--- src/hw/alu_core_pkg.sv ---
package alu_core_pkg;

    localparam int XLEN          = 32;
    localparam int NUM_ARCH_REGS = 32;
    localparam int ARCH_REG_BITS = $clog2(NUM_ARCH_REGS);

    typedef logic [XLEN-1:0]          word_t;
    typedef logic [31:0]              instr_t;
    typedef logic [ARCH_REG_BITS-1:0] arch_reg_t;

    // rv32i major opcodes
    localparam logic [6:0] OPCODE_OP     = 7'b0110011;
    localparam logic [6:0] OPCODE_OP_IMM = 7'b0010011;
    localparam logic [6:0] OPCODE_LUI    = 7'b0110111;

    localparam logic [2:0] FUNCT3_ADD  = 3'b000;
    localparam logic [2:0] FUNCT3_SLL  = 3'b001;
    localparam logic [2:0] FUNCT3_SLT  = 3'b010;
    localparam logic [2:0] FUNCT3_SLTU = 3'b011;
    localparam logic [2:0] FUNCT3_XOR  = 3'b100;
    localparam logic [2:0] FUNCT3_SR   = 3'b101;
    localparam logic [2:0] FUNCT3_OR   = 3'b110;
    localparam logic [2:0] FUNCT3_AND  = 3'b111;

    // alt selects sub and sra
    localparam logic [6:0] FUNCT7_BASE = 7'b0000000;
    localparam logic [6:0] FUNCT7_ALT  = 7'b0100000;

    typedef enum logic [3:0] {
        ALU_ADD,
        ALU_SUB,
        ALU_SLL,
        ALU_SRL,
        ALU_SRA,
        ALU_SLT,
        ALU_SLTU,
        ALU_XOR,
        ALU_OR,
        ALU_AND,
        ALU_LUI
    } alu_op_t;

endpackage : alu_core_pkg

--- src/hw/alu_core.sv ---
`timescale 1ns/1ps

module alu_core
import alu_core_pkg::*;
(
    input   logic       clk,
    input   logic       rst_n_i,

    input   logic       instr_valid_i,
    input   instr_t     instr_i,

    output  logic       cdb_valid_o,
    output  arch_reg_t  cdb_rd_o,
    output  word_t      cdb_data_o,
    output  logic       illegal_o
);
    arch_reg_t  rs1_addr;
    arch_reg_t  rs2_addr;
    word_t      rs1_data;
    word_t      rs2_data;

    logic       ex_valid;
    alu_op_t    ex_op;
    arch_reg_t  ex_rd;
    arch_reg_t  ex_rs1;
    arch_reg_t  ex_rs2;
    logic       ex_use_imm;
    word_t      ex_imm;
    word_t      ex_rs1_data;
    word_t      ex_rs2_data;

    logic       cdb_valid;
    arch_reg_t  cdb_rd;
    word_t      cdb_data;

    alu_decode i_decode (
        .clk,
        .rst_n_i,
        .instr_valid_i,
        .instr_i,
        .rs1_addr_o     (rs1_addr),
        .rs2_addr_o     (rs2_addr),
        .rs1_data_i     (rs1_data),
        .rs2_data_i     (rs2_data),
        .ex_valid_o     (ex_valid),
        .ex_op_o        (ex_op),
        .ex_rd_o        (ex_rd),
        .ex_rs1_o       (ex_rs1),
        .ex_rs2_o       (ex_rs2),
        .ex_use_imm_o   (ex_use_imm),
        .ex_imm_o       (ex_imm),
        .ex_rs1_data_o  (ex_rs1_data),
        .ex_rs2_data_o  (ex_rs2_data),
        .illegal_o
    );

    alu_execute i_execute (
        .clk,
        .rst_n_i,
        .ex_valid_i     (ex_valid),
        .ex_op_i        (ex_op),
        .ex_rd_i        (ex_rd),
        .ex_rs1_i       (ex_rs1),
        .ex_rs2_i       (ex_rs2),
        .ex_use_imm_i   (ex_use_imm),
        .ex_imm_i       (ex_imm),
        .ex_rs1_data_i  (ex_rs1_data),
        .ex_rs2_data_i  (ex_rs2_data),
        .cdb_valid_o    (cdb_valid),
        .cdb_rd_o       (cdb_rd),
        .cdb_data_o     (cdb_data)
    );

    // broadcast also writes back
    alu_result i_result (
        .clk,
        .rst_n_i,
        .cdb_valid_i    (cdb_valid),
        .cdb_rd_i       (cdb_rd),
        .cdb_data_i     (cdb_data),
        .rs1_addr_i     (rs1_addr),
        .rs2_addr_i     (rs2_addr),
        .rs1_data_o     (rs1_data),
        .rs2_data_o     (rs2_data)
    );

    assign cdb_valid_o = cdb_valid;
    assign cdb_rd_o    = cdb_rd;
    assign cdb_data_o  = cdb_data;

endmodule : alu_core

--- src/hw/alu_decode.sv ---
`timescale 1ns/1ps

module alu_decode
import alu_core_pkg::*;
(
    input   logic       clk,
    input   logic       rst_n_i,

    input   logic       instr_valid_i,
    input   instr_t     instr_i,

    output  arch_reg_t  rs1_addr_o,
    output  arch_reg_t  rs2_addr_o,
    input   word_t      rs1_data_i,
    input   word_t      rs2_data_i,

    output  logic       ex_valid_o,
    output  alu_op_t    ex_op_o,
    output  arch_reg_t  ex_rd_o,
    output  arch_reg_t  ex_rs1_o,
    output  arch_reg_t  ex_rs2_o,
    output  logic       ex_use_imm_o,
    output  word_t      ex_imm_o,
    output  word_t      ex_rs1_data_o,
    output  word_t      ex_rs2_data_o,
    output  logic       illegal_o
);
    logic   [6:0]   opcode;
    logic   [2:0]   funct3;
    logic   [6:0]   funct7;
    word_t          imm_i;
    word_t          imm_u;

    alu_op_t        dec_op;
    logic           dec_use_imm;
    word_t          dec_imm;
    logic           dec_legal;

    // funct3 group to operation, alt picks sub/sra
    function automatic alu_op_t base_op(input logic [2:0] f3, input logic alt);
        case (f3)
            FUNCT3_ADD:  return alt ? ALU_SUB : ALU_ADD;
            FUNCT3_SLL:  return ALU_SLL;
            FUNCT3_SLT:  return ALU_SLT;
            FUNCT3_SLTU: return ALU_SLTU;
            FUNCT3_XOR:  return ALU_XOR;
            FUNCT3_SR:   return alt ? ALU_SRA : ALU_SRL;
            FUNCT3_OR:   return ALU_OR;
            default:     return ALU_AND;
        endcase
    endfunction

    assign opcode     = instr_i[6:0];
    assign funct3     = instr_i[14:12];
    assign funct7     = instr_i[31:25];
    assign rs1_addr_o = instr_i[19:15];
    assign rs2_addr_o = instr_i[24:20];

    assign imm_i = {{20{instr_i[31]}}, instr_i[31:20]};
    assign imm_u = {instr_i[31:12], 12'b0};

    always_comb begin
        dec_op      = ALU_ADD;
        dec_use_imm = 1'b0;
        dec_imm     = imm_i;
        dec_legal   = 1'b0;
        case (opcode)
            OPCODE_OP: begin
                dec_legal = (funct7 == FUNCT7_BASE) ||
                            ((funct7 == FUNCT7_ALT) &&
                             ((funct3 == FUNCT3_ADD) || (funct3 == FUNCT3_SR)));
                dec_op    = base_op(funct3, funct7 == FUNCT7_ALT);
            end
            OPCODE_OP_IMM: begin
                dec_use_imm = 1'b1;
                // only the shift encodings constrain imm[11:5]
                if (funct3 == FUNCT3_SLL) begin
                    dec_legal = (funct7 == FUNCT7_BASE);
                end else if (funct3 == FUNCT3_SR) begin
                    dec_legal = (funct7 == FUNCT7_BASE) || (funct7 == FUNCT7_ALT);
                end else begin
                    dec_legal = 1'b1;
                end
                dec_op = base_op(funct3, (funct3 == FUNCT3_SR) && (funct7 == FUNCT7_ALT));
            end
            OPCODE_LUI: begin
                dec_op      = ALU_LUI;
                dec_use_imm = 1'b1;
                dec_imm     = imm_u;
                dec_legal   = 1'b1;
            end
            default: begin
            end
        endcase
    end

    always_ff @(posedge clk or negedge rst_n_i) begin
        if (!rst_n_i) begin
            ex_valid_o <= 1'b0;
            illegal_o  <= 1'b0;
        end else begin
            ex_valid_o <= instr_valid_i && dec_legal;
            illegal_o  <= instr_valid_i && !dec_legal;
        end
    end

    always_ff @(posedge clk) begin
        if (instr_valid_i) begin
            ex_op_o       <= dec_op;
            ex_rd_o       <= instr_i[11:7];
            ex_rs1_o      <= rs1_addr_o;
            ex_rs2_o      <= rs2_addr_o;
            ex_use_imm_o  <= dec_use_imm;
            ex_imm_o      <= dec_imm;
            ex_rs1_data_o <= rs1_data_i;
            ex_rs2_data_o <= rs2_data_i;
        end
    end

    // each instruction is either issued or rejected, never both
    assert property (@(posedge clk) disable iff (!rst_n_i) !(ex_valid_o && illegal_o))
        else $error("issue and illegal pulse in the same cycle");

endmodule : alu_decode

--- src/hw/alu_execute.sv ---
`timescale 1ns/1ps

module alu_execute
import alu_core_pkg::*;
(
    input   logic       clk,
    input   logic       rst_n_i,

    input   logic       ex_valid_i,
    input   alu_op_t    ex_op_i,
    input   arch_reg_t  ex_rd_i,
    input   arch_reg_t  ex_rs1_i,
    input   arch_reg_t  ex_rs2_i,
    input   logic       ex_use_imm_i,
    input   word_t      ex_imm_i,
    input   word_t      ex_rs1_data_i,
    input   word_t      ex_rs2_data_i,

    output  logic       cdb_valid_o,
    output  arch_reg_t  cdb_rd_o,
    output  word_t      cdb_data_o
);
    word_t          op_a;
    word_t          op_b;
    word_t          rs2_val;
    word_t          result;
    logic   [4:0]   shamt;

    // previous instruction's result still on the bus
    function automatic word_t forward(input arch_reg_t rs, input word_t read_val);
        if (cdb_valid_o && (cdb_rd_o != '0) && (cdb_rd_o == rs)) begin
            return cdb_data_o;
        end
        return read_val;
    endfunction

    always_comb begin
        op_a    = forward(ex_rs1_i, ex_rs1_data_i);
        rs2_val = forward(ex_rs2_i, ex_rs2_data_i);
        op_b    = ex_use_imm_i ? ex_imm_i : rs2_val;
    end

    assign shamt = op_b[4:0];

    always_comb begin
        case (ex_op_i)
            ALU_ADD:  result = op_a + op_b;
            ALU_SUB:  result = op_a - op_b;
            ALU_SLL:  result = op_a << shamt;
            ALU_SRL:  result = op_a >> shamt;
            ALU_SRA:  result = word_t'($signed(op_a) >>> shamt);
            ALU_SLT:  result = word_t'($signed(op_a) < $signed(op_b));
            ALU_SLTU: result = word_t'(op_a < op_b);
            ALU_XOR:  result = op_a ^ op_b;
            ALU_OR:   result = op_a | op_b;
            ALU_AND:  result = op_a & op_b;
            ALU_LUI:  result = op_b;
            default:  result = '0;
        endcase
    end

    always_ff @(posedge clk or negedge rst_n_i) begin
        if (!rst_n_i) begin
            cdb_valid_o <= 1'b0;
        end else begin
            cdb_valid_o <= ex_valid_i;
        end
    end

    always_ff @(posedge clk) begin
        if (ex_valid_i) begin
            cdb_rd_o   <= ex_rd_i;
            cdb_data_o <= result;
        end
    end

    // nothing left in flight from before reset
    assert property (@(posedge clk) $rose(rst_n_i) |=> !cdb_valid_o)
        else $error("broadcast right after reset release");

endmodule : alu_execute

--- src/hw/alu_result.sv ---
`timescale 1ns/1ps

module alu_result
import alu_core_pkg::*;
(
    input   logic       clk,
    input   logic       rst_n_i,

    input   logic       cdb_valid_i,
    input   arch_reg_t  cdb_rd_i,
    input   word_t      cdb_data_i,

    input   arch_reg_t  rs1_addr_i,
    input   arch_reg_t  rs2_addr_i,
    output  word_t      rs1_data_o,
    output  word_t      rs2_data_o
);
    // x0 has no storage
    word_t  regs [1:NUM_ARCH_REGS-1];

    always_ff @(posedge clk or negedge rst_n_i) begin
        if (!rst_n_i) begin
            for (int i = 1; i < NUM_ARCH_REGS; i++) begin
                regs[i] <= '0;
            end
        end else if (cdb_valid_i && (cdb_rd_i != '0)) begin
            regs[cdb_rd_i] <= cdb_data_i;
        end
    end

    // write-through, the bus wins over the stored copy
    function automatic word_t read_port(input arch_reg_t addr);
        if (addr == '0) begin
            return '0;
        end
        if (cdb_valid_i && (cdb_rd_i == addr)) begin
            return cdb_data_i;
        end
        return regs[addr];
    endfunction

    always_comb begin
        rs1_data_o = read_port(rs1_addr_i);
        rs2_data_o = read_port(rs2_addr_i);
    end

    assert property (@(posedge clk) disable iff (!rst_n_i)
        ((rs1_addr_i != '0) || (rs1_data_o == '0)) &&
        ((rs2_addr_i != '0) || (rs2_data_o == '0)))
        else $error("x0 read returned nonzero");

endmodule : alu_result

--- config.mk ---
export PLATFORM = sky130hd
export DESIGN_NAME = alu_core
export DESIGN_NICKNAME = d
export VERILOG_FILES = /design/src/hw/alu_core_pkg.sv /design/src/hw/alu_core.sv /design/src/hw/alu_decode.sv /design/src/hw/alu_execute.sv /design/src/hw/alu_result.sv
export SDC_FILE = /design/constraint.sdc
export NUM_CORES = 2
export LEC_CHECK = 0
export BUFFER_PORTS_ARGS = -buffer_cell sky130_fd_sc_hd__clkbuf_2
export CAP_MARGIN = 10
export CORE_ASPECT_RATIO = 1.25
export CORE_UTILIZATION = 60
export CTS_CLUSTER_SIZE = 20
export DETAILED_ROUTE_END_ITERATION = 16
export PLACE_DENSITY_LB_ADDON = 0.2
export SLEW_MARGIN = 20
export SYNTH_ARGS = -nofsm -noshare
export SYNTH_HDL_FRONTEND = slang
export SYNTH_HIERARCHICAL = 1
export SYNTH_SLANG_ARGS = --single-unit
--- constraint.sdc ---
create_clock -name clk -period 6.1 [get_ports clk]
set_input_delay 0.61 -clock clk [delete_from_list [all_inputs] [get_ports clk]]
set_output_delay 0.61 -clock clk [all_outputs]
set_load 0.005 [all_outputs]
==> impl_metrics.yaml <==
pwr:
  p_int_mw: 12.98
  p_per_area_nw_per_um2: 241.0
  netSwitchingFraction_pct: 29.85
  peakVddDrop_v: 0.0003270
  p_seq_share_pct: 43.4
  p_switching_mw: 5.522
  power_mw: 18.50
  comb_power_share_pct: 16.8
  cellLeakagePower_nw: 34.56
  power.clock.fraction_pct: 39.8
cts:
  clock-root-buffer: "clkbuf_16"
  clk_latency_ns: 0.79
  path_clk_slew_ns: 0.06
  postCtsSetupBuffers: 0
  clock_sinks: 1148
  cts_max_level: 3
  clk_path_buf_depth: 3
  numCtsBuffers: 115
  cts_tree: "done"
synth:
  yosysSeqAreaShare_pct: 41.76
  syn_inst: 5925
  yosys_warnings: 6
  synth_ff_type: "dfrtp_1"
  netlist_area_um2: 70620
  yosys_register_bits: 1148
  synth_edf_count: 153
  synth_cell_types: 112
  syn_area_per_cell_um2: 11.92
  syn-num-nets: 6059
  synthArstFlopShare_pct: 86.67
floorplanning:
  die_w_um: 308.9
  dieHeight_um: 385.6
  core_area_um2: 116700
  dieArea_um2: 119100
  rows: 140
  start_util_pct: 60.53
  io-pin-count: 74
finish:
  fillers: 8768
  fin_nets: 5942
  drive_gt1_share_pct: 35.99
  area_growth_pct: 8.719
  finish.utilization_pct: 65.81
  multi_input_area_um2: 38280
  final_common_cell: "mux2_2"
  seq_area_um2: 29490
  final_cell_mix: "1,133 x mux2_2, 994 x dfrtp_1, 357 x mux4_2, 294 x o21ai_0, 266 x mux2i_1"
sta:
  worst_pin_slew_ns: 1.286
  finalSetupViolations: 0
  period_share_pct: 94.73
  hold_violations: 0
  fin_crit_ns: 5.779
  slew_violations: 0
  finalSetupTns_ns: 0
  rsz0062_at_grt: "false"
  fin_ws_ns: 0.3214
  fmax_ghz: 0.1731
  slew-limit-headroom_pct: 13.87
  hold_slack_ns: 0.02098
  finClkSkew_ns: 0.06133
placed_design:
  dp_hpwl_mm: 183.7
  dp_slack_ns: 0.2901
  place_congestion: 1.110
  portBuffers: 73
grt:
  grt_pass1_wl_mm: 393.1
  grt_pass1_vias: 55180
  grt_max_degree: 172
  antenna_found_initial: 10
  grt.total_usage_pct: 46.01
  overflow: 0
setup_path:
  crit_cells: 17
  worstSetupStartpoint: "i_execute/cdb_rd_o[1]"
  crit_end: "i_execute/cdb_data_o[25]"
  rr_startpoint: "i_execute/cdb_rd_o[1]"
  cp_slowest_cell: "or4_1"
  path_buf_inv: 2
  crit_required_ns: 6.56
  crit_chain: "xnor2_1 -> nand2_1 -> nor3_2 -> buf_12 -> mux2i_1 -> o21ai_0 -> ha_1 -> nand3_1 -> or3_1 -> o21bai_1 -> a21boi_0 -> buf_4 -> o21ai_0 -> a2111oi_0 -> o211ai_1 -> nand3_1 -> or4_1"
  crit_type: "flip-flop to flip-flop"
  critPathCaptureType: "flip-flop"
  max_stage_delay_ns: 0.56
  startpoint_type: "flip-flop"
  regToRegEndpoint: "i_execute/cdb_data_o[25]"
  path_delay_family: "simple AND/OR/NAND/NOR gates"
  rrSetupSlack_ns: 0.32
  cp_data_arrival_time_ns: 6.24
  ff2ff_path_depth: 17
  crit_fanout: 28
routing:
  avgRoutedWirePerCell_um: 36.57
  vias: 55760
  viasPerCell: 7.456
  ant_nets: 0
  drcViolationCount: 0
  drt_iter0_drc: 7010
  wirelength_mm: 273.5
  drtPass1Iterations: 8
worst_hold_path:
  hold_class: "input port to flip-flop"
  hold_start: "instr_i[7]"
status:
  outcome: "completed"
run:
  cap_viol_max_count: 0
[cell usage after synthesis (52+ instances only)]
master / count / area [um^2]
a21oi_1: 224 / 1121
a221oi_1: 108 / 945.9
a22oi_1: 57 / 427.9
buf_1: 74 / 277.8
buf_2: 146 / 730.7
clkbuf_1: 302 / 1134
dfrtp_1: 995 / 24900
edfxtp_1: 153 / 4594
ha_1: 97 / 1214
inv_1: 103 / 386.6
mux2_2: 1133 / 12760
mux2i_1: 266 / 2663
mux4_2: 357 / 8040
nand2_1: 261 / 979.7
nand3_1: 74 / 370.4
nor2_1: 244 / 915.9
nor3_1: 92 / 460.4
o211ai_1: 52 / 390.4
o21ai_0: 296 / 1481
o22ai_1: 123 / 769.5
[metrics by stage]
stage / cell area [um^2] / instances
4_1_cts: 76730 / 7469
3_3_place_gp: 72790 / 7250
3_5_place_dp: 72800 / 7250
2_1_floorplan: 70620 / 5925
6_report: 76780 / 7479
5_1_grt: 76750 / 7469
[power by group through the flow]
stage | logic [mW] | clock network, mW | registers (mW)
after floorplan | 1.76 | 0 | 8.08
after global placement | 2.99 | 0 | 8.17
after detailed placement | 2.98 | 0 | 8.17
after CTS | 2.99 | 7.41 | 8.02
after global routing | 3.23 | 7.69 | 8.03
final | 3.11 | 7.36 | 8.04
[cell families after synthesis]
family / share of synthesized area, %
AND/OR/NAND/NOR: 6.384
flip-flops: 41.76
multiplexers: 33.45
buffers and inverters: 4.447
AO/OA/AOI/OAI: 11.76
adder cells (fa/ha/maj): 1.775
XOR/XNOR: 0.4217
[metal layers]
metal  vias to the layer above  GRT usage (%)  wire (um)
li1                      22460              -          -
met1                     28550          57.09      96930
met2                      3697          70.31     123600
met3                      1059          11.38      29490
met4                         4          33.54      23520
met5                         -              0         30
[how the worst min path moves through the flow]
stage / to / slack, ns / cells past startpoint
floorplan: i_decode/ex_valid_o / 0.31 / 0
global placement: i_result/regs[902] / 0.50 / 1
detailed placement: i_execute/cdb_rd_o[4] / 0.50 / 0
CTS: i_decode/ex_rd_o[0] / 0.002 / 1
global route: i_decode/ex_rd_o[0] / 0.01 / 1
finish: i_decode/ex_rd_o[0] / 0.02 / 1
[flip-flops by register name, summed over array words and instances (netlist names)]
| name | flops |
|---|---|
| i_decode/ex_valid_o | 1 |
| i_result/regs | 992 |
| i_decode/ex_imm_o | 32 |
| i_decode/ex_rs2_data_o | 32 |
| i_execute/cdb_valid_o | 1 |
| i_decode/ex_op_o | 4 |
| i_execute/cdb_rd_o | 5 |
| i_execute/cdb_data_o | 32 |
| i_decode/ex_rs1_data_o | 32 |
| i_decode/ex_rd_o | 5 |
| i_decode/ex_rs2_o | 5 |
| i_decode/ex_use_imm_o | 1 |
| i_decode/illegal_o | 1 |
| i_decode/ex_rs1_o | 5 |
[what timing repair did]
action / in CTS / in global routing
hold buffers: 3 / 0
endpoints found under the setup margin: 0 / 2
resized for setup: 0 / 4
hold endpoints to repair: 65 / 0
[final cells by class]
class,instances,area share [%]
antenna,10,0.03259
clock buffer,177,4.516
clock inverter,39,0.5704
inverter,110,0.5411
multi-input combinational,4087,49.85
sequential,1148,38.42
tap,1562,2.546
timing repair buffer,346,3.523
Power figures use the tool's default switching activity.
